**config.mk**
```make
export PLATFORM = sky130hd
export DESIGN_NAME = iq_trigger_select
export DESIGN_NICKNAME = d
export VERILOG_FILES = /design/src/side_ch_pkg.sv /design/src/iq_trigger_select.sv
export SDC_FILE = /design/constraint.sdc
export NUM_CORES = 1
export LEC_CHECK = 0
export BUFFER_PORTS_ARGS = -buffer_cell sky130_fd_sc_hd__buf_2
export CORE_MARGIN = 1.5
export CORE_UTILIZATION = 47
export CTS_CLUSTER_SIZE = 10
export DETAILED_ROUTE_END_ITERATION = 8
export PLACE_DENSITY = 0.77
export SYNTH_ARGS = -nofsm -noshare
export SYNTH_HDL_FRONTEND = slang
export SYNTH_SLANG_ARGS = --single-unit
export TNS_END_PERCENT = 100
```
**constraint.sdc**
```tcl
create_clock -name clk -period 2.32 [get_ports clk]
set_input_delay 0.696 -clock clk [delete_from_list [all_inputs] [get_ports clk]]
set_output_delay 0.696 -clock clk [all_outputs]
set_load 0.01 [all_outputs]
```
**src/side_ch_pkg.sv**
```systemverilog
// side channel package: widths, limits, trigger codes, output modes and shared structs
package side_ch_pkg;

	localparam int iq_data_width = 16; // one I or Q component
	localparam int iq_pair_width = 2 * iq_data_width;
	localparam int dma_data_width = 64;
	localparam int tsf_width = 64;
	localparam int gpio_status_width = 8; // msb agc lock, low bits gain
	localparam int rssi_width = 11; // signed, half dB steps

	localparam int max_num_dma_symbol = 8192;
	// 65507 byte udp payload / 8 bytes per word
	localparam int max_num_dma_symbol_udp = 8188;
	localparam int dma_count_width = 14;
	localparam int iq_addr_width = 13;
	localparam int num_dma_symbol_reg_addr = 2; // write here kicks an auto transfer

	// trigger codes, gaps are codes not implemented here
	localparam logic [4:0] trig_fcs_any = 5'd0;
	localparam logic [4:0] trig_fcs_ok = 5'd1;
	localparam logic [4:0] trig_fcs_bad = 5'd2;
	localparam logic [4:0] trig_header_ok = 5'd4;
	localparam logic [4:0] trig_header_bad = 5'd5;
	localparam logic [4:0] trig_long_preamble = 5'd8;
	localparam logic [4:0] trig_short_preamble = 5'd9;
	localparam logic [4:0] trig_rssi_rise = 5'd10;
	localparam logic [4:0] trig_rssi_fall = 5'd11;
	localparam logic [4:0] trig_agc_unlock = 5'd12;
	localparam logic [4:0] trig_agc_lock = 5'd13;
	localparam logic [4:0] trig_gain_rise = 5'd14;
	localparam logic [4:0] trig_gain_fall = 5'd15;
	localparam logic [4:0] trig_phy_tx_done = 5'd17;
	localparam logic [4:0] trig_tx_bb_rise = 5'd18;
	localparam logic [4:0] trig_tx_bb_fall = 5'd19;
	localparam logic [4:0] trig_tx_rf_rise = 5'd20;
	localparam logic [4:0] trig_tx_rf_fall = 5'd21;

	// what the dma port sees
	localparam logic [1:0] mode_loopback = 2'd0;
	localparam logic [1:0] mode_auto_start = 2'd1;
	localparam logic [1:0] mode_ext_start = 2'd2;
	localparam logic [1:0] mode_idle = 2'd3;

	typedef struct packed {
		logic [iq_pair_width-1:0] iq0;
		logic [iq_pair_width-1:0] iq1;
		logic strobe;
	} iq_stream_t;

	typedef struct packed {
		logic fcs_in_strobe;
		logic fcs_ok;
		logic pkt_header_valid_strobe;
		logic pkt_header_valid;
		logic ht_flag;
		logic long_preamble_detected;
		logic short_preamble_detected;
		logic demod_is_ongoing;
	} rx_events_t;

	typedef struct packed {
		logic phy_tx_done;
		logic tx_bb_is_ongoing;
		logic tx_rf_is_ongoing;
	} tx_status_t;

	typedef struct packed {
		logic iq_capture;
		logic dual_iq; // 1: {iq1,iq0}, 0: status + iq0
		logic [1:0] source_sel;
		logic [4:0] trigger_sel;
		logic free_run;
		logic signed [rssi_width-1:0] rssi_th;
		logic [gpio_status_width-2:0] gain_th;
		logic [dma_count_width-1:0] pre_trigger_len;
		logic [dma_count_width-1:0] iq_len;
	} capture_cfg_t;

	typedef struct packed {
		logic [dma_data_width-1:0] data;
		logic valid;
	} dma_word_t;

endpackage

```
**src/iq_trigger_select.sv**
```systemverilog
// iq_trigger_select: level edge detectors and registered trigger code selection
module iq_trigger_select import side_ch_pkg::*; (
	input  logic clk,
	input  logic rstn,
	input  capture_cfg_t cfg,
	input  rx_events_t rx_events,
	input  tx_status_t tx_status,
	input  logic signed [rssi_width-1:0] rssi_half_db,
	input  logic [gpio_status_width-1:0] gpio_status,
	output logic trigger
);

	localparam int gain_width = gpio_status_width - 1;

	logic signed [rssi_width-1:0] rssi_th;
	logic signed [rssi_width-1:0] rssi_reg;
	logic [gpio_status_width-1:0] gpio_reg;
	logic tx_bb_reg;
	logic tx_rf_reg;

	logic rssi_rise, rssi_fall;
	logic agc_unlock, agc_lock;
	logic gain_rise, gain_fall;
	logic tx_bb_rise, tx_bb_fall;
	logic tx_rf_rise, tx_rf_fall;
	logic trig_cond;

	logic agc_now, agc_prev;
	logic [gain_width-1:0] gain_now, gain_prev;

	assign rssi_th = cfg.rssi_th;
	assign agc_now = gpio_status[gpio_status_width-1];
	assign agc_prev = gpio_reg[gpio_status_width-1];
	assign gain_now = gpio_status[gain_width-1:0];
	assign gain_prev = gpio_reg[gain_width-1:0];

	// level history plus one registered stage of edge flags
	always_ff @(posedge clk) begin
		if (!rstn) begin
			rssi_reg <= '0;
			gpio_reg <= '0;
			tx_bb_reg <= 1'b0;
			tx_rf_reg <= 1'b0;
			rssi_rise <= 1'b0;
			rssi_fall <= 1'b0;
			agc_unlock <= 1'b0;
			agc_lock <= 1'b0;
			gain_rise <= 1'b0;
			gain_fall <= 1'b0;
			tx_bb_rise <= 1'b0;
			tx_bb_fall <= 1'b0;
			tx_rf_rise <= 1'b0;
			tx_rf_fall <= 1'b0;
		end else begin
			rssi_reg <= rssi_half_db;
			gpio_reg <= gpio_status;
			tx_bb_reg <= tx_status.tx_bb_is_ongoing;
			tx_rf_reg <= tx_status.tx_rf_is_ongoing;

			rssi_rise <= (rssi_reg < rssi_th) && (rssi_half_db >= rssi_th);
			rssi_fall <= (rssi_reg >= rssi_th) && (rssi_half_db < rssi_th);
			agc_unlock <= agc_prev && !agc_now;
			agc_lock <= !agc_prev && agc_now;
			gain_rise <= (gain_prev < cfg.gain_th) && (gain_now >= cfg.gain_th);
			gain_fall <= (gain_prev >= cfg.gain_th) && (gain_now < cfg.gain_th);

			tx_bb_rise <= tx_status.tx_bb_is_ongoing && !tx_bb_reg;
			tx_bb_fall <= !tx_status.tx_bb_is_ongoing && tx_bb_reg;
			tx_rf_rise <= tx_status.tx_rf_is_ongoing && !tx_rf_reg;
			tx_rf_fall <= !tx_status.tx_rf_is_ongoing && tx_rf_reg;
		end
	end

	always_comb begin
		case (cfg.trigger_sel)
			trig_fcs_any: trig_cond = rx_events.fcs_in_strobe | cfg.free_run;
			trig_fcs_ok: trig_cond = rx_events.fcs_in_strobe & rx_events.fcs_ok;
			trig_fcs_bad: trig_cond = rx_events.fcs_in_strobe & ~rx_events.fcs_ok;
			trig_header_ok:
				trig_cond = rx_events.pkt_header_valid_strobe & rx_events.pkt_header_valid;
			trig_header_bad:
				trig_cond = rx_events.pkt_header_valid_strobe & ~rx_events.pkt_header_valid;
			trig_long_preamble: trig_cond = rx_events.long_preamble_detected;
			trig_short_preamble: trig_cond = rx_events.short_preamble_detected;
			trig_rssi_rise: trig_cond = rssi_rise;
			trig_rssi_fall: trig_cond = rssi_fall;
			trig_agc_unlock: trig_cond = agc_unlock;
			trig_agc_lock: trig_cond = agc_lock;
			trig_gain_rise: trig_cond = gain_rise;
			trig_gain_fall: trig_cond = gain_fall;
			trig_phy_tx_done: trig_cond = tx_status.phy_tx_done;
			trig_tx_bb_rise: trig_cond = tx_bb_rise;
			trig_tx_bb_fall: trig_cond = tx_bb_fall;
			trig_tx_rf_rise: trig_cond = tx_rf_rise;
			trig_tx_rf_fall: trig_cond = tx_rf_fall;
			default: trig_cond = rx_events.fcs_in_strobe; // any other code
		endcase
	end

	always_ff @(posedge clk) begin
		if (!rstn) begin
			trigger <= 1'b0;
		end else begin
			trigger <= cfg.iq_capture & trig_cond;
		end
	end

endmodule

```
==> impl_metrics.toml <==
[cts]
clockBufferDepth = 2
numCtsBuffers = 5
htreeDepth = 2
ctsResizeCount = 0
cts_root_buf = "clkbuf_8"
cts_hold_buf = 0
cts_sinks = 32
cts.clk_slew.worst_paths_ns = 0.07
cts_tree = "built"
cts_setup_buffers = 0
clkLatencyLatePin_ns = 0.29

[synth]
synth_edf_count = 0
synth_mux_area_share_pct = 2.30
synth_fa_ha_area_share_pct = 22.4
async_flop_share_pct = 0
synth-seq-cells = 32
yosys_warnings = 0
syn_nets = 348
synth-compound-area-share_pct = 16.2
synth_cell_type_count = 43
synth-xor-area-share_pct = 0.435
synth_seq_area_share_pct = 31.8
synthCells = 224
synth_area_um2 = 2010
synthSimpleGateAreaFrac_pct = 20.5
postSynthAreaPerCell_um2 = 8.99
synth_ff_type = "dfxtp_1"
synth_top_family_by_area = "adder cells"

[finish]
layout_common_cells = "buf_2, ha_1, dfxtp_1"
syn2layout_area_growth_pct = 21.1
final_common_cell = "buf_2"
final_nets = 405
largest_reg_flops = 11
antennaDiodeCount = 0
drive_gt1_share_pct = 24.5

[die]
core_um2 = 4060
die_h_um = 68.4
io_pins = 89
die_area_um2 = 4680
core.rowCount = 23
chipWidth_um = 68.4
initial_core_util_pct = 49.6

[setup_path]
path_max_fanout = 3
path_common_cell = "a2111oi_0"
rr_endpoint = "rssi_rise"
endpoint = "rssi_rise"
startpoint = "cfg[43]"
regToRegSetupSlack_ns = 0.68
worstPathRequired_ns = 2.47
cp.buffers_inverters = 2
r2r-start = "rssi_reg[9]"
cp_slowest_cell = "a2111oi_0"
arrival_ns = 2.12
critPathMaxStageDelay_ns = 0.39
crit_chain = "buf_2, inv_1, ha_1, a21o_1, a2111oi_0, a21oi_1, o21ai_0, a2111oi_0"
reg2regPathDepth = 5
cp_top_family = "compound AO/OA/AOI/OAI gates"
cp_num_cells = 8
critPathCaptureType = "register"
critPathLaunchType = "input pin"
crit_type = "input pin to register"

[route]
first_pass_iters = 4
drt_iter0_drc = 88
viasPerCell = 5.16
dr_total_vias = 1712
drc = 0
ant_nets = 0
wirelength_mm = 3.78
wl_per_cell_um = 11.4

[sta]
period_share_pct = 85.2
clock-skew-final_ns = 0.00158
setup_tns_ns = 0
tightest_slew_ns = 0.411
rsz0062_at_grt = "no"
finalCriticalPeriod_ns = 1.98
final-max-slew-violation-count = 0
max-slew-margin-rel_pct = 71.9
fmax_ghz = 0.506
hold_viol = 0
setup_viol = 0
hold_ws_ns = 0.413

[global_routing]
grt_overflow = 0
grt_max_degree = 16
antenna_found_initial = 0
track_usage_pct = 17.7
first_global_vias = 1501
grt_pass1_wl_mm = 6.27

[power_and_ir_drop]
pwr_density_cell_nw_per_um2 = 566
p_leak_uw = 0.00124
ir_drop_v = 0.000287

[place]
routabilityCongestion = 0.850
port_buffers = 55
dpl.hpwl_mm = 3.10

[run]
cap_violations = 0

[outcome]
outcome = "completed"

[hold_path]
worstHoldPathType = "register to register"
## Yosys cell counts, types with 2 or more instances
master	number	share of area, %
nand3b_1	4	1.5
clkbuf_1	4	0.75
mux2i_1	2	0.99
a31oi_1	6	1.9
nand4_1	6	1.9
a211oi_1	3	1.1
a21o_1	3	1.1
dfxtp_1	32	32
inv_1	26	4.8
and4_1	2	0.87
nor2b_1	5	1.6
o21ai_0	6	1.5
nor2_1	11	2.1
nand3_1	5	1.2
nand2_1	8	1.5
o211ai_1	3	1.1
a2111oi_0	3	1.3
and2_1	21	6.5
nor3_1	5	1.2
a21oi_1	8	2.0
ha_1	36	22
o21a_1	4	1.5
## how the worst min path moves through the flow
stage	end	from	cells past startpoint	slack (ns)
after CTS	tx_bb_rise	tx_bb_reg	1	0.41
after global placement	tx_rf_rise	tx_rf_reg	1	0.40
after detailed placement	tx_bb_rise	tx_bb_reg	1	0.40
after global routing	agc_lock	gpio_reg[7]	1	0.43
final	agc_lock	gpio_reg[7]	1	0.41
after floorplan	agc_lock	gpio_reg[7]	1	0.39
## cell type report
cell class / instances / area, um2
inverter: 26 / 97.6
clock inverter: 3 / 42.5
multi-input combinational: 160 / 1240
sequential: 32 / 641
tap: 50 / 62.6
timing repair buffer: 56 / 283
clock buffer: 5 / 68.8
fill: 369 / 1620
## where the power goes
| group | internal [uW] | switching [uW] | total [uW] |
|---|---|---|---|
| Combinational | 129 | 131 | 259 |
| Clock | 317 | 215 | 532 |
| Sequential | 580 | 8.65 | 588 |
## per-stage QoR
step                      instance area [um2]  instances  total power, uW  setup WS, ns  util (%)
after detailed placement                 2330        324              860        0.0169      57.4
after floorplan                          2010        224              768         0.295         -
final                                    2440        332             1380         0.344      60.1
after CTS                                2440        332             1390         0.319      60.1
after global routing                     2440        332             1460         0.141      60.1
after global placement                   2330        324              853        0.0582      57.4
## per-layer routing
layer	share of wire, %	global-route usage, %	vias to the layer above
met5	0	0	-
li1	-	-	912
met4	1.3	5.25	0
met3	6.0	4.77	7
met1	46	21.9	748
met2	47	29.9	45
## cell families (layout without fill, tap and decap cells)
kind of cell,after synthesis,in the layout
xor gates and xnor gates,1,1
and+or+nand+nor,72,72
buffers and inverters,32,90
AOI/OAI and AO/OA,47,47
DFF,32,32
muxes,4,4
adders and majority gates,36,36
Power figures use the tool's default switching activity.
