$ cat config.mk
export PLATFORM = sky130hd
export DESIGN_NAME = iq_sample_packer
export DESIGN_NICKNAME = d
export VERILOG_FILES = /design/src/side_ch_pkg.sv /design/src/iq_sample_packer.sv
export SDC_FILE = /design/constraint.sdc
export NUM_CORES = 1
export LEC_CHECK = 0
export BUFFER_PORTS_ARGS = -buffer_cell sky130_fd_sc_hd__buf_2
export CAP_MARGIN = 15
export CORE_AREA = 2 2 133 135
export CTS_CLUSTER_SIZE = 28
export DETAILED_ROUTE_END_ITERATION = 7
export DIE_AREA = 0 0 135 137
export SYNTH_ARGS = -nofsm -noshare
export SYNTH_HDL_FRONTEND = slang
export SYNTH_SLANG_ARGS = --single-unit
$ cat constraint.sdc
create_clock -name clk -period 3.7 [get_ports clk]
set_input_delay 0.555 -clock clk [delete_from_list [all_inputs] [get_ports clk]]
set_output_delay 0.555 -clock clk [all_outputs]
set_load 0.03 [all_outputs]
$ cat src/side_ch_pkg.sv
// side channel package: widths, limits, trigger codes, output modes and shared structs
package side_ch_pkg;

	localparam int iq_data_width = 16; // one I or Q component
	localparam int iq_pair_width = 2 * iq_data_width;
	localparam int dma_data_width = 64;
	localparam int tsf_width = 64;
	localparam int gpio_status_width = 8; // msb agc lock, low bits gain
	localparam int rssi_width = 11; // signed, half dB steps

	localparam int max_num_dma_symbol = 8192;
	// 65507 byte udp payload / 8 bytes per word
	localparam int max_num_dma_symbol_udp = 8188;
	localparam int dma_count_width = 14;
	localparam int iq_addr_width = 13;
	localparam int num_dma_symbol_reg_addr = 2; // write here kicks an auto transfer

	// trigger codes, gaps are codes not implemented here
	localparam logic [4:0] trig_fcs_any = 5'd0;
	localparam logic [4:0] trig_fcs_ok = 5'd1;
	localparam logic [4:0] trig_fcs_bad = 5'd2;
	localparam logic [4:0] trig_header_ok = 5'd4;
	localparam logic [4:0] trig_header_bad = 5'd5;
	localparam logic [4:0] trig_long_preamble = 5'd8;
	localparam logic [4:0] trig_short_preamble = 5'd9;
	localparam logic [4:0] trig_rssi_rise = 5'd10;
	localparam logic [4:0] trig_rssi_fall = 5'd11;
	localparam logic [4:0] trig_agc_unlock = 5'd12;
	localparam logic [4:0] trig_agc_lock = 5'd13;
	localparam logic [4:0] trig_gain_rise = 5'd14;
	localparam logic [4:0] trig_gain_fall = 5'd15;
	localparam logic [4:0] trig_phy_tx_done = 5'd17;
	localparam logic [4:0] trig_tx_bb_rise = 5'd18;
	localparam logic [4:0] trig_tx_bb_fall = 5'd19;
	localparam logic [4:0] trig_tx_rf_rise = 5'd20;
	localparam logic [4:0] trig_tx_rf_fall = 5'd21;

	// what the dma port sees
	localparam logic [1:0] mode_loopback = 2'd0;
	localparam logic [1:0] mode_auto_start = 2'd1;
	localparam logic [1:0] mode_ext_start = 2'd2;
	localparam logic [1:0] mode_idle = 2'd3;

	typedef struct packed {
		logic [iq_pair_width-1:0] iq0;
		logic [iq_pair_width-1:0] iq1;
		logic strobe;
	} iq_stream_t;

	typedef struct packed {
		logic fcs_in_strobe;
		logic fcs_ok;
		logic pkt_header_valid_strobe;
		logic pkt_header_valid;
		logic ht_flag;
		logic long_preamble_detected;
		logic short_preamble_detected;
		logic demod_is_ongoing;
	} rx_events_t;

	typedef struct packed {
		logic phy_tx_done;
		logic tx_bb_is_ongoing;
		logic tx_rf_is_ongoing;
	} tx_status_t;

	typedef struct packed {
		logic iq_capture;
		logic dual_iq; // 1: {iq1,iq0}, 0: status + iq0
		logic [1:0] source_sel;
		logic [4:0] trigger_sel;
		logic free_run;
		logic signed [rssi_width-1:0] rssi_th;
		logic [gpio_status_width-2:0] gain_th;
		logic [dma_count_width-1:0] pre_trigger_len;
		logic [dma_count_width-1:0] iq_len;
	} capture_cfg_t;

	typedef struct packed {
		logic [dma_data_width-1:0] data;
		logic valid;
	} dma_word_t;

endpackage

$ cat src/iq_sample_packer.sv
// iq_sample_packer: source mux, fcs-ok flag and capture word formatting
module iq_sample_packer import side_ch_pkg::*; (
	input  logic clk,
	input  logic rstn,
	input  iq_stream_t rx_iq,
	input  iq_stream_t ofdm_tx_iq,
	input  iq_stream_t intf_tx_iq,
	input  rx_events_t rx_events,
	input  logic tx_rf_is_ongoing,
	input  logic signed [rssi_width-1:0] rssi_half_db,
	input  logic [gpio_status_width-1:0] gpio_status,
	input  capture_cfg_t cfg,
	output logic [dma_data_width-1:0] sample_word,
	output logic sample_strobe
);

	iq_stream_t src;
	logic fcs_ok_flag;

	always_comb begin
		case (cfg.source_sel)
			2'd0: src = rx_iq;
			2'd1: src = ofdm_tx_iq;
			default: src = intf_tx_iq; // 2 and 3 both pick tx_intf
		endcase
	end

	// set on a good fcs, dropped when the next packet starts decoding
	always_ff @(posedge clk) begin
		if (!rstn) begin
			fcs_ok_flag <= 1'b0;
		end else if (rx_events.fcs_in_strobe && rx_events.fcs_ok) begin
			fcs_ok_flag <= 1'b1;
		end else if (rx_events.long_preamble_detected) begin
			fcs_ok_flag <= 1'b0;
		end
	end

	always_comb begin
		if (cfg.dual_iq) begin
			sample_word = {src.iq1, src.iq0};
		end else begin
			sample_word = {rx_events.demod_is_ongoing,
				tx_rf_is_ongoing,
				fcs_ok_flag,
				rssi_half_db, // bits 60:50
				10'd0,
				gpio_status, // bits 39:32
				src.iq0};
		end
	end

	assign sample_strobe = src.strobe & cfg.iq_capture;

endmodule

==> results of run 1 <==
where the power goes:
part	internal, mW	total (mW)	switching [mW]
clock	0	0	0
combinational	0.214	0.481	0.267
sequential	0.0116	0.0120	0.000371
total	0.226	0.493	0.267
per-layer routing:
layer,global-route usage [%],vias up,wire [um]
li1,-,1383,-
met1,8.10,1159,3140
met2,15.8,183,4380
met3,1.26,0,885
met4,0.0579,0,0
met5,0,-,0
synthesized netlist by cell type:
| cell type | number |
|---|---|
| nand2_1 | 33 |
| mux2i_1 | 32 |
| o21ai_0 | 32 |
| mux2_2 | 29 |
| a221o_1 | 22 |
| nor2b_1 | 21 |
| nand2b_1 | 12 |
| o211a_1 | 11 |
| clkbuf_1 | 10 |
| buf_2 | 7 |
| buf_6 | 6 |
| mux2_4 | 4 |
| and2b_1 | 2 |
| a21boi_0 | 1 |
| and2_0 | 1 |
| dfxtp_1 | 1 |
how the worst max path moves through the flow:
stage	start	end	slack [ps]	depth (start not counted)
final	cfg[52]	sample_word[30]	1140	5
after global routing	cfg[52]	sample_word[30]	990	5
after CTS	cfg[52]	sample_word[30]	1080	5
after detailed placement	cfg[52]	sample_word[30]	1090	5
after global placement	cfg[52]	sample_word[30]	1100	5
after floorplan	cfg[52]	sample_word[0]	1390	5
through the flow:
stage                     setup WS, ps  utilization, %  hold WS, ps  power [mW]  cell area (um^2)
after floorplan                   1390               -          449       0.302              1720
after global placement            1100            19.7          483       0.492              3360
after detailed placement          1090            19.7          501       0.496              3360
after CTS                         1080            19.7          501       0.497              3360
after global routing               994            19.7          512       0.528              3360
final                             1140            19.7          488       0.493              3360
worst max-delay path, cell delays in order:
cell and delay, ps:
buf_4 510, buf_4 340, mux2i_1 90, o21ai_0 230
buf_2 250
area by class of cell:
class                      count  area [um^2]  area share (%)
multi-input combinational    200         1560            46.4
sequential                     1         20.0           0.595
tap                          225          282            8.37
timing repair buffer         296         1500            44.7
kinds of logic after synthesis:
kind of cell	after synthesis	share of synthesized area (%)
mux	65	41.2
simple gates	69	20.5
compound gates	66	29.0
flops	1	1.17
buf+inv	23	8.16
==> metrics.md, run 1 <==
| Metric | Value |
|---|---|
| FF-to-FF setup slack | 3100 ps |
| Post-synth top area share | between 10% and 20% |
| Fillers | 1936 |
| Clock transition at path regs | 0 ps |
| Status | finished clean |
| DRT antenna net count | 0 |
| Vias per cell | 3.77 |
| Most frequent cells in the layout | 288 x buf_2, 33 x nand2_1, 32 x mux2i_1, 32 x o21ai_0, 29 x mux2_2 |
| Syn Area/Cell | between 7 and 8 um^2 |
| Initial antenna violation count | 0 |
| Row Count | 48 |
| Post-CTS setup buffer count | 0 |
| Clock period minus worst slack | around 2600 ps |
| Slew @ Worst Pin | 644 ps |
| Number of global-route vias before repair | 2326 |
| Commonest non-fill, non-tap cell in the layout | buf_2 |
| Power per cell area | 147 nW/um^2 |
| Biggest regs | fcs_ok_flag: 1 flops |
| Share of post-route cells with drive strength above 1 | ~66% |
| Synth-to-layout area growth | 95.8% |
| Final WL | 8400 um |
| Netlist cell types | 16 |
| Placer congestion estimate | about 0.78 |
| Area contributors post-synth | mux2_2 19%, mux2i_1 19%, a221o_1 13% |
| Sequential share of the synthesized area | about 1.2% |
| Syn nets | 505 |
| Worst path required time | ~3100 ps |
| Worst r2r src | fcs_ok_flag |
| IO Pins | 346 |
| Cell Count, Final, Fillers Out | slightly above 700 |
| Starting DRT DRC Count | 82 |
| CP Max Fanout | between 40 and 50 |
| Die height | between 100 and 150 um |
| HP Start | fcs_ok_flag |
| Post-Syn Area | 1720 um^2 |
| Largest register FFs | 1 |
| Reg2reg end | fcs_ok_flag |
| Relative slew slack | 57.1% |
| RSZ-0062 raised after global routing | false |
| Starting density of the core | a little over 10% |
| Nets | 780 |
| Final Hold Vio Count | 0 |
| DR vias | roughly 2700 |
| Post-CTS sizing | 0 |
| Worst endpoint data arrival time | between 2000 and 2500 ps |
| N_diodes | 0 |
| Total core area | 17100 um^2 |
| Total of warnings raised by yosys | 0 |
| Setup Total Neg Slack | 0 ps |
| Pin count of the biggest net entering global routing | 61 |
| Area leader, netlist | mux2_2 |
| Peak VDD IR | ~69 uV |
| Slew Limit Fails | 0 |
| Post-synthesis cell count | around 220 |
| LEAKAGE | just under 2 nW |
| Clk_lat worst skew | 0 ps |
| Crit Path Category | primary input to primary output |
| CP endpoint kind | primary output |
| WHS Path Cells | 2 |
| # DRC | 0 |
| Pre-antenna DRT Iters | 4 |
| Drt wl/cell | about 12 um |
| Top reg by flops | fcs_ok_flag |
| Seq cells post-synth | 1 |
| Hold endpoint | fcs_ok_flag |
| Clock skew | 0 ps |
| Tcrit/Tclk final | 69.3% |
| Dpl hpwl | roughly 7200 um |
| GRT Total Usage | about 7.5% |
| Die ar. | 18500 um^2 |
| Worst Hold Class | flop to flop |
| R2r worst-path depth | 2 |
| GR Overflow Total | 0 |
| Port Buf Inserts | between 200 and 300 |
| Maximum Capacitance Violations | 0 |
| Hold buffer count at cts | 0 |
| Final Setup Violations | 0 |
| First-pass GRT wire length | approximately 11000 um |
| Setup crit start kind | primary input |
| Placed cell count | roughly 720 |
| Die X-Extent | roughly 140 um |
| Max Clock Freq | 390 MHz |
Power figures use the tool's default switching activity.
==> run 2: changes to the inputs <==
Settings changed: CORE_AREA 2 2 133 135 to 2 2 134 136, DIE_AREA 0 0 135 137 to 0 0 136 138.
Clock period 3.7 ns to 2.44 ns, I/O delays scaled along.
==> metrics.md, run 2 (same netlist as run 1, synthesis figures left out) <==
| Metric | Value |
|---|---|
| Worst endpoint data arrival time | 1670 ps |
| CP endpoint kind | primary output |
| Drt wl/cell | around 12 um |
| Starting density of the core | under 10% |
| Pre-antenna DRT Iters | 4 |
| Peak VDD IR | ~86 uV |
| Setup crit start kind | primary input |
| Top reg by flops | fcs_ok_flag |
| CP Launch Point | cfg[52] |
| Post-CTS sizing | 0 |
| Clk_lat worst skew | 0 ps |
| Slew @ Worst Pin | roughly 330 ps |
| IO Pins | around 350 |
| Biggest regs | fcs_ok_flag: 1 flops |
| Final Setup Violations | 0 |
| Crit path cell chain | buf_4 -> buf_12 -> mux2_4 -> a221o_1 -> buf_2 |
| Setup Total Neg Slack | 0 ps |
| Most frequent cells in the layout | 288 x buf_2, 33 x nand2_1, 32 x mux2i_1, 32 x o21ai_0, 29 x mux2_2 |
| Status | finished clean |
| Post-CTS setup buffer count | 0 |
| Synth-to-layout area growth | 100% |
| Starting DRT DRC Count | about 90 |
| LEAKAGE | a little under 2 nW |
| Maximum Capacitance Violations | 0 |
| Pin count of the biggest net entering global routing | between 60 and 70 |
| Final Hold Vio Count | 0 |
| # DRC | 0 |
| DRT antenna net count | 0 |
| Hold buffer count at cts | 0 |
| Power per cell area | roughly 220 nW/um^2 |
| Crit path largest cell delay | 310 ps |
| Slew Limit Fails | 0 |
| Relative slew slack | between 70% and 80% |
| CP Max Fanout | 22 |
| Fillers | 2008 |
| Die X-Extent | between 100 and 150 um |
| Row Count | 49 |
| Placer congestion estimate | slightly below 0.8 |
| Max Clock Freq | just under 500 MHz |
| Worst Hold Class | flop to flop |
| Tcrit/Tclk final | between 80% and 90% |
| Die ar. | between 15000 and 20000 um^2 |
| Total core area | 17500 um^2 |
| HP Start | fcs_ok_flag |
| GR Overflow Total | 0 |
| Worst r2r src | fcs_ok_flag |
| Commonest non-fill, non-tap cell in the layout | buf_2 |
| GRT Total Usage | under 10% |
| RSZ-0062 raised after global routing | false |
| Slowest CP cell | mux2_4 |
| Clock period minus worst slack | 2040 ps |
| Initial antenna violation count | 0 |
| First-pass GRT wire length | about 12000 um |
| Number of global-route vias before repair | about 2500 |
| Port Buf Inserts | between 200 and 300 |
| Worst path required time | 2070 ps |
| Nets | between 700 and 800 |
| Clock skew | 0 ps |
| DR vias | about 2800 |
| Min Hold Slack | approximately 510 ps |
| Largest register FFs | 1 |
| Final WL | roughly 8800 um |
| Share of post-route cells with drive strength above 1 | between 60% and 70% |
| Dpl hpwl | approximately 7500 um |
| Crit Path Category | primary input to primary output |
| N_diodes | 0 |
| Clock transition at path regs | 0 ps |
| Vias per cell | around 3.8 |
| Die height | between 100 and 150 um |
==> run 2: cell types whose count changed in the layout (fill, tap and decap cells not counted) <==
cell    previous run  this run
buf_12             0         4
buf_4              8         7
==> run 2: metal layers <==
| layer | track usage (%) | wire [um] | up-vias | part of all wire, % |
|---|---|---|---|---|
| met1 | 8.69 | 3410 | 1185 | 39 |
| met3 | 0.733 | 810 | 2 | 9.2 |
| met5 | 0 | 0 | - | 0 |
| met4 | 0.603 | 62 | 0 | 0.71 |
| met2 | 16.8 | 4500 | 190 | 51 |
| li1 | - | - | 1390 | - |
==> run 2: through the flow <==
step / worst slack [ps] / power [mW] / area [um^2] / util [%] / std cells
after global placement: 394 / 0.767 / 3440 / 19.6 / 729
after global routing: 339 / 0.824 / 3440 / 19.6 / 729
after CTS: 389 / 0.776 / 3440 / 19.6 / 729
final: 400 / 0.768 / 3440 / 19.6 / 729
after floorplan: 504 / 0.458 / 1720 / - / 224
after detailed placement: 392 / 0.773 / 3440 / 19.6 / 729
==> run 2: critical path, delay by kind of cell <==
family | cells | cell delay [ps]
buf+inv | 3 | 700
mux | 1 | 310
compound gates | 1 | 280
==> run 2: final cells by class <==
type | count | area, um^2 | share of cell area [%]
multi-input combinational | 200 | 1560 | 45.3
timing repair buffer | 299 | 1570 | 45.8
tap | 229 | 287 | 8.33
sequential | 1 | 20.0 | 0.582
==> run 2: path summary, 6_finish.rpt <==
kind / end / slack, ps / cells past startpoint
max: sample_word[61] / 400 / 5
min: fcs_ok_flag / 510 / 2
max reg2reg: fcs_ok_flag / 1830 / 2
min reg2reg: fcs_ok_flag / 510 / 2
==> run 2: power by group <==
group	total (mW)	internal, mW	switching (mW)
Clock	0	0	0
Combinational	0.750	0.337	0.413
Sequential	0.0182	0.0176	0.000569
