<file path="config.mk">
export PLATFORM = sky130hd
export DESIGN_NAME = dma_out_mux
export DESIGN_NICKNAME = d
export VERILOG_FILES = /design/src/side_ch_pkg.sv /design/src/dma_out_mux.sv
export SDC_FILE = /design/constraint.sdc
export NUM_CORES = 1
export LEC_CHECK = 0
export BUFFER_PORTS_ARGS = -buffer_cell sky130_fd_sc_hd__buf_2
export CORE_AREA = 5 5 79 81
export CTS_BUF_LIST = sky130_fd_sc_hd__clkbuf_8
export DETAILED_ROUTE_END_ITERATION = 16
export DIE_AREA = 0 0 84 86
export PLACE_DENSITY = 0.68
export SKIP_CTS_REPAIR_TIMING = 1
export SLEW_MARGIN = 20
export SYNTH_ARGS = -nofsm -noshare
export SYNTH_HDL_FRONTEND = slang
export SYNTH_SLANG_ARGS = --single-unit
</file>
<file path="constraint.sdc">
create_clock -name clk -period 2.45 [get_ports clk]
set_clock_uncertainty 0.15 [all_clocks]
set_input_delay 0.245 -clock clk [delete_from_list [all_inputs] [get_ports clk]]
set_output_delay 0.245 -clock clk [all_outputs]
set_load 0.005 [all_outputs]
</file>
<file path="src/side_ch_pkg.sv">
// side channel package: widths, limits, trigger codes, output modes and shared structs
package side_ch_pkg;

	localparam int iq_data_width = 16; // one I or Q component
	localparam int iq_pair_width = 2 * iq_data_width;
	localparam int dma_data_width = 64;
	localparam int tsf_width = 64;
	localparam int gpio_status_width = 8; // msb agc lock, low bits gain
	localparam int rssi_width = 11; // signed, half dB steps

	localparam int max_num_dma_symbol = 8192;
	// 65507 byte udp payload / 8 bytes per word
	localparam int max_num_dma_symbol_udp = 8188;
	localparam int dma_count_width = 14;
	localparam int iq_addr_width = 13;
	localparam int num_dma_symbol_reg_addr = 2; // write here kicks an auto transfer

	// trigger codes, gaps are codes not implemented here
	localparam logic [4:0] trig_fcs_any = 5'd0;
	localparam logic [4:0] trig_fcs_ok = 5'd1;
	localparam logic [4:0] trig_fcs_bad = 5'd2;
	localparam logic [4:0] trig_header_ok = 5'd4;
	localparam logic [4:0] trig_header_bad = 5'd5;
	localparam logic [4:0] trig_long_preamble = 5'd8;
	localparam logic [4:0] trig_short_preamble = 5'd9;
	localparam logic [4:0] trig_rssi_rise = 5'd10;
	localparam logic [4:0] trig_rssi_fall = 5'd11;
	localparam logic [4:0] trig_agc_unlock = 5'd12;
	localparam logic [4:0] trig_agc_lock = 5'd13;
	localparam logic [4:0] trig_gain_rise = 5'd14;
	localparam logic [4:0] trig_gain_fall = 5'd15;
	localparam logic [4:0] trig_phy_tx_done = 5'd17;
	localparam logic [4:0] trig_tx_bb_rise = 5'd18;
	localparam logic [4:0] trig_tx_bb_fall = 5'd19;
	localparam logic [4:0] trig_tx_rf_rise = 5'd20;
	localparam logic [4:0] trig_tx_rf_fall = 5'd21;

	// what the dma port sees
	localparam logic [1:0] mode_loopback = 2'd0;
	localparam logic [1:0] mode_auto_start = 2'd1;
	localparam logic [1:0] mode_ext_start = 2'd2;
	localparam logic [1:0] mode_idle = 2'd3;

	typedef struct packed {
		logic [iq_pair_width-1:0] iq0;
		logic [iq_pair_width-1:0] iq1;
		logic strobe;
	} iq_stream_t;

	typedef struct packed {
		logic fcs_in_strobe;
		logic fcs_ok;
		logic pkt_header_valid_strobe;
		logic pkt_header_valid;
		logic ht_flag;
		logic long_preamble_detected;
		logic short_preamble_detected;
		logic demod_is_ongoing;
	} rx_events_t;

	typedef struct packed {
		logic phy_tx_done;
		logic tx_bb_is_ongoing;
		logic tx_rf_is_ongoing;
	} tx_status_t;

	typedef struct packed {
		logic iq_capture;
		logic dual_iq; // 1: {iq1,iq0}, 0: status + iq0
		logic [1:0] source_sel;
		logic [4:0] trigger_sel;
		logic free_run;
		logic signed [rssi_width-1:0] rssi_th;
		logic [gpio_status_width-2:0] gain_th;
		logic [dma_count_width-1:0] pre_trigger_len;
		logic [dma_count_width-1:0] iq_len;
	} capture_cfg_t;

	typedef struct packed {
		logic [dma_data_width-1:0] data;
		logic valid;
	} dma_word_t;

endpackage

</file>
<file path="src/dma_out_mux.sv">
// dma_out_mux: auto start pulse detector and dma output mode selection
module dma_out_mux import side_ch_pkg::*; (
	input  logic clk,
	input  logic rstn,
	input  logic [1:0] mode,
	input  logic ext_start,
	input  logic slv_reg_wren_signal,
	input  logic [4:0] axi_awaddr_core,
	input  dma_word_t capture_in,
	input  logic [dma_data_width-1:0] data_to_pl,
	input  logic emptyn_to_pl,
	input  logic s_axis_tlast,
	output logic [dma_data_width-1:0] data_to_ps,
	output logic data_to_ps_valid,
	output logic m_axis_start_1trans,
	output logic pl_ask_data
);

	logic num_sym_wr;
	logic num_sym_wr_d1, num_sym_wr_d2;
	logic auto_start;

	assign num_sym_wr = slv_reg_wren_signal && (axi_awaddr_core == 5'(num_dma_symbol_reg_addr));

	// first cycle of a write to the symbol count register, one pulse per write
	always_ff @(posedge clk) begin
		if (!rstn) begin
			num_sym_wr_d1 <= 1'b0;
			num_sym_wr_d2 <= 1'b0;
			auto_start <= 1'b0;
		end else begin
			num_sym_wr_d1 <= num_sym_wr;
			num_sym_wr_d2 <= num_sym_wr_d1;
			auto_start <= num_sym_wr_d1 & ~num_sym_wr_d2;
		end
	end

	always_comb begin
		data_to_ps = '0;
		data_to_ps_valid = 1'b0;
		m_axis_start_1trans = 1'b0;
		pl_ask_data = 1'b0;
		case (mode)
			mode_loopback: begin // s_axis straight back out
				data_to_ps = data_to_pl;
				data_to_ps_valid = emptyn_to_pl;
				m_axis_start_1trans = s_axis_tlast;
				pl_ask_data = 1'b1;
			end
			mode_auto_start: begin
				data_to_ps = capture_in.data;
				data_to_ps_valid = capture_in.valid;
				m_axis_start_1trans = auto_start;
			end
			mode_ext_start: begin
				data_to_ps = capture_in.data;
				data_to_ps_valid = capture_in.valid;
				m_axis_start_1trans = ext_start;
			end
			default: ; // mode_idle, everything low
		endcase
	end

endmodule

</file>
==> results.cfg, run 1 <==
[outcome]
outcome = finished clean

[worst_setup_path]
crit_type = in2out
start_kind = input port
r2r_setup_slack_ns = 1.67
worstPathArrival_ns = 1.52
crit_start = mode[0]
reg2reg_depth = 2
r2r_start = num_sym_wr_d1$_SDFF_PN0_
cp-endpoint = data_to_ps[56]
cp.required_ns = 2.06
r2r-end = auto_start$_SDFF_PN0_
crit_path_max_fanout = 65
crit_path_end_kind = output pin

[synth]
synth_fp_nets = 313
synth_area_mm2 = 0.00128
synth.avg_cell_area_um2 = 7.66
yosys.area.top_type = a22oi_2
synth_simple_gate_area_frac = 0.223
synthArstFlopShare = 0
synth_flop_cell = dfxtp_1
synthAdderAreaFrac = 0.0391
synth_seq_area_share = 0.0469
yosys-top-cells-count = 66 x nor2_1, 40 x a22oi_2, 25 x a22oi_1, 8 x buf_2, 5 x buf_6
synth_xor_area_frac = 0
yosysMostFrequentCell = nor2_1
synth_top_family_by_area = compound AO/OA/AOI/OAI gates
synth-compound-area-share = 0.545
ys_top_cells_by_area = a22oi_2 39%, nor2_1 19%, a22oi_1 15%
yosysWarningCount = 0
synthCells = 167
synth_mux_area_frac = 0
synth_top_area_frac = 0.391
synth_cell_type_count = 17
synth-edff-count = 0
synth_seq_cells = 3

[sta]
timing.final.crit_period_ns = 1.91
fin_setup_tns_ns = 0
finalSetupViolations = 0
fmax_mhz = 524
tightest_slew_ns = 0.402
rsz0062_at_grt = no
hold_violations = 0
final-max-slew-violation-count = 0
relSlewSlack = 0.732
period_share = 0.780

[clocking]
cts_tree = built
cts_buffers = 3
clk_pin_slew_ns = 0.03
clkLatencyLatePin_ns = 0.21
clock-root-buffer = clkbuf_8
cts_sinks = 3
cts_buffer_depth = 2
htree_levels = 1

[route]
drc = 0
vias = 2003
drt_iter0_drc = 30
wirelength_mm = 5.85
via_per_inst = 4.63
ant_nets = 0
routedWlPerCell_um = 13.5
firstDrtPassIters = 4

[layout]
antenna_cells = 0
finalNetCount = 508
drive_gt1_frac = 0.712
fin_cells = 433
syn_to_final_growth_pct = 83.0

[global_route]
antenna_found_initial = 1
grt_pass1_wl_mm = 9.16
grt_usage = 0.145
gr-total-overflow = 0
grt_pass1_vias = 2068
grt_max_degree = 68

[power]
p_per_area_mw_per_mm2 = 283
leakage_nw = 1.31
vdd.ir_drop.worst_mv = 0.446

[placed_design]
io_buffer_count = 208
dp_hpwl_mm = 4.69
place_congestion = 0.851
place_inst = 429

[job]
maxCapViolCount = 0

[die]
row_count = 27
die_w_um = 84
core_mm2 = 0.00541
ios = 209
die_y_um = 86
start_util = 0.237
die-area_mm2 = 0.00722

[worst_hold_path]
hp-class = in2reg
## state kept, by name, summed over array words and instances, names as in the netlist
| signal | flops |
|---|---|
| num_sym_wr_d2 | 1 |
| num_sym_wr_d1 | 1 |
| auto_start | 1 |
## how the worst min path moves through the flow
stage	from	end	slack, ns	cells after the start
floorplan	axi_awaddr_core[2]	num_sym_wr_d1$_SDFF_PN0_	0.17	1
global placement	num_sym_wr_d2$_SDFF_PN0_	auto_start$_SDFF_PN0_	0.23	1
detailed placement	num_sym_wr_d2$_SDFF_PN0_	auto_start$_SDFF_PN0_	0.24	1
CTS	axi_awaddr_core[2]	num_sym_wr_d1$_SDFF_PN0_	0.04	2
global route	axi_awaddr_core[4]	num_sym_wr_d1$_SDFF_PN0_	0.05	2
finish	axi_awaddr_core[2]	num_sym_wr_d1$_SDFF_PN0_	0.05	2
## report_power, final
group	internal (mW)	switching (mW)	leakage, nW
logic	0.253	0.225	1.26
registers	0.0494	0.0000522	0.0242
clock network	0.106	0.0298	0.0269
## cell families (layout without fill, tap and decap cells)
kind of cell    after synthesis  after routing
simple gates                 71             71
fa+ha+maj                     4              4
compound gates               66             66
buf+inv                      23            217
flops                         3              3
## layout by cell type, fill, tap and decap left out
cell type / n
a222oi_1: 1
a22oi_1: 25
a22oi_2: 40
and2_1: 1
buf_12: 3
buf_2: 208
clkbuf_8: 3
dfxtp_1: 3
ha_1: 2
ha_2: 2
inv_1: 3
nand2_1: 1
nor2_1: 66
nor2b_1: 1
nor4_2: 1
or3b_1: 1
## stage by stage
stage | worst slack [ns] | utilization | instance area [um^2] | total power [mW] | hold WS (ns)
5_1_grt | 0.434 | 0.433 | 2340 | 0.724 | 0.0505
3_3_place_gp | 0.579 | 0.425 | 2300 | 0.527 | 0.228
4_1_cts | 0.539 | 0.433 | 2340 | 0.675 | 0.0440
6_report | 0.540 | 0.433 | 2340 | 0.664 | 0.0470
2_1_floorplan | 0.965 | - | 1280 | 0.309 | 0.165
3_5_place_dp | 0.540 | 0.425 | 2300 | 0.533 | 0.235
## critical path, stage by stage
cell and delay, ns:
buf_2 0.11, inv_1 0.06, ha_2 0.33, buf_12 0.28, a22oi_1 0.19, nor2_1 0.11
buf_2 0.12
## layout make-up
type,instances,area (um^2)
clock inverters,1,3.75
well taps,72,90.1
flip-flops and latches,3,60.1
multi-input cells,141,1040
repair buffers,211,1100
fillers,552,3060
clock buffers,3,41.3
inverters,2,7.51
## layer usage
layer | routed length, um | track usage | vias to the layer above
met4 | 2 | 0.00439 | 2
met5 | 11 | 0 | -
met3 | 694 | 0.0500 | 2
li1 | - | - | 1004
met1 | 2150 | 0.152 | 877
met2 | 3000 | 0.294 | 118
Note: power is estimated with default switching activity, not from simulation.
==> run 2, diff against run 1 <==
- PLACE_DENSITY: 0.68 -> 0.71
- clock period: 2.45 -> 1.7 ns (I/O delays scaled with it)
==> results.cfg, run 2 (same netlist as run 1, synthesis figures left out) <==
[outcome]
outcome = finished clean

[layout]
drive_gt1_frac = 0.710
final_common_cell = buf_2
finalNetCount = 512
fill_cells = 549
final_area_mm2 = 0.00241
multi_input_area_mm2 = 0.00105
layout_common_cells = 208 x buf_2, 66 x nor2_1, 40 x a22oi_2, 25 x a22oi_1, 5 x buf_12
reg_top3 = auto_start: 1 flops, num_sym_wr_d1: 1 flops, num_sym_wr_d2: 1 flops
syn_to_final_growth_pct = 88.5
ff_latch_area_um2 = 60.1
antenna_cells = 0

[clocking]
htree_levels = 1
cts_sinks = 3
cts_buffers = 3
cts_tree = built
clk_pin_slew_ns = 0.03
clock-root-buffer = clkbuf_8
clkLatencyLatePin_ns = 0.21
cts_buffer_depth = 2

[worst_setup_path]
crit_top_cell = dlygate4sd3_1
r2r_start = num_sym_wr_d1$_SDFF_PN0_
crit_chain = dlygate4sd3_1 > buf_2 > nor4_2 > dlygate4sd3_1
crit_slowest_cell = dlygate4sd3_1
crit_type = in2reg
r2r_setup_slack_ns = 0.91
r2r-end = auto_start$_SDFF_PN0_
worstPathArrival_ns = 1.63
start_kind = input port
crit_path_end_kind = register
crit_path_max_fanout = 1
cp.required_ns = 1.71
slowest_delay_ns = 0.58
reg2reg_depth = 2

[sta]
relSlewSlack = 0.767
tightest_slew_ns = 0.349
finalSetupViolations = 0
period_share = 0.953
fin_setup_tns_ns = 0
rsz0062_at_grt = no
fmax_mhz = 617
final-max-slew-violation-count = 0
timing.final.crit_period_ns = 1.62
timing.final.ws_setup_ns = 0.0796
hold_violations = 0
whs_ns = 0.0495

[worst_hold_path]
min-delay-start = rstn
hold_path_end = num_sym_wr_d2$_SDFF_PN0_
whs_path_depth = 2
hp-class = in2reg

[route]
drc = 0
drt_iter0_drc = 66
vias = 2051
ant_nets = 0
wirelength_mm = 6.17
routedWlPerCell_um = 14.1
firstDrtPassIters = 4
via_per_inst = 4.69

[die]
die-area_mm2 = 0.00722
die_w_um = 84
ios = 209
start_util = 0.237
row_count = 27
die_y_um = 86
core_mm2 = 0.00541

[global_route]
grt_pass1_wl_mm = 9.65
antenna_found_initial = 0
grt_pass1_vias = 2107
grt_usage = 0.156
grt_max_degree = 67
gr-total-overflow = 0

[power]
p_total_uw = 994
p_per_area_mw_per_mm2 = 412
vdd.ir_drop.worst_mv = 0.409
leakage_nw = 1.34

[placed_design]
place_congestion = 0.862
dp_worst_setup_slack_ns = 0.157
io_buffer_count = 208
dp_hpwl_mm = 5.12
placed_cell_area_mm2 = 0.00235

[job]
maxCapViolCount = 0
[run 2: cell count changes in the layout (fill, tap and decap cells not counted)]
cell / change
buf_12: +2
ha_4: +1
ha_2: -1
dlygate4sd3_1: +2
[run 2: power by group]
part	total [mW]	internal (mW)	switching [mW]
clock	0.203	0.154	0.0490
sequential	0.0713	0.0712	0.0000560
combinational	0.719	0.386	0.333
total	0.994	0.611	0.382
[run 2: how the worst max path moves through the flow]
stage                            start                        to  slack, ns  cells past startpoint
finish              axi_awaddr_core[4]  num_sym_wr_d1$_SDFF_PN0_       0.08                      4
global route        axi_awaddr_core[4]  num_sym_wr_d1$_SDFF_PN0_       0.02                      4
CTS                            mode[0]            data_to_ps[62]       0.15                      7
detailed placement             mode[0]            data_to_ps[62]       0.16                      7
global placement               mode[0]            data_to_ps[54]       0.21                      7
floorplan                      mode[0]            data_to_ps[10]       0.36                      6
[run 2: worst max-delay path: cells and delay by family]
family / cells / cell delay (ns)
buffers and inverters: 3 / 1.23
AND/OR/NAND/NOR: 1 / 0.23
[run 2: per-stage QoR]
step,util,std cells
floorplan,-,167
global placement,0.434,431
detailed placement,0.434,431
CTS,0.443,435
global route,0.446,437
finish,0.446,437
[run 2: metal layers]
| metal | vias up | routed length (um) | global-route usage |
|---|---|---|---|
| met5 | - | 0 | 0 |
| met4 | 0 | 19 | 0.0249 |
| met3 | 4 | 715 | 0.0451 |
| met2 | 128 | 3220 | 0.299 |
| met1 | 906 | 2220 | 0.173 |
| li1 | 1013 | - | - |
[run 2: final cells by class]
| type | instances | share of cell area |
|---|---|---|
| clock buffer | 3 | 0.0171 |
| clock inverter | 1 | 0.00156 |
| inverter | 2 | 0.00311 |
| multi-input combinational | 141 | 0.435 |
| sequential | 3 | 0.0249 |
| tap | 72 | 0.0373 |
| timing repair buffer | 215 | 0.481 |
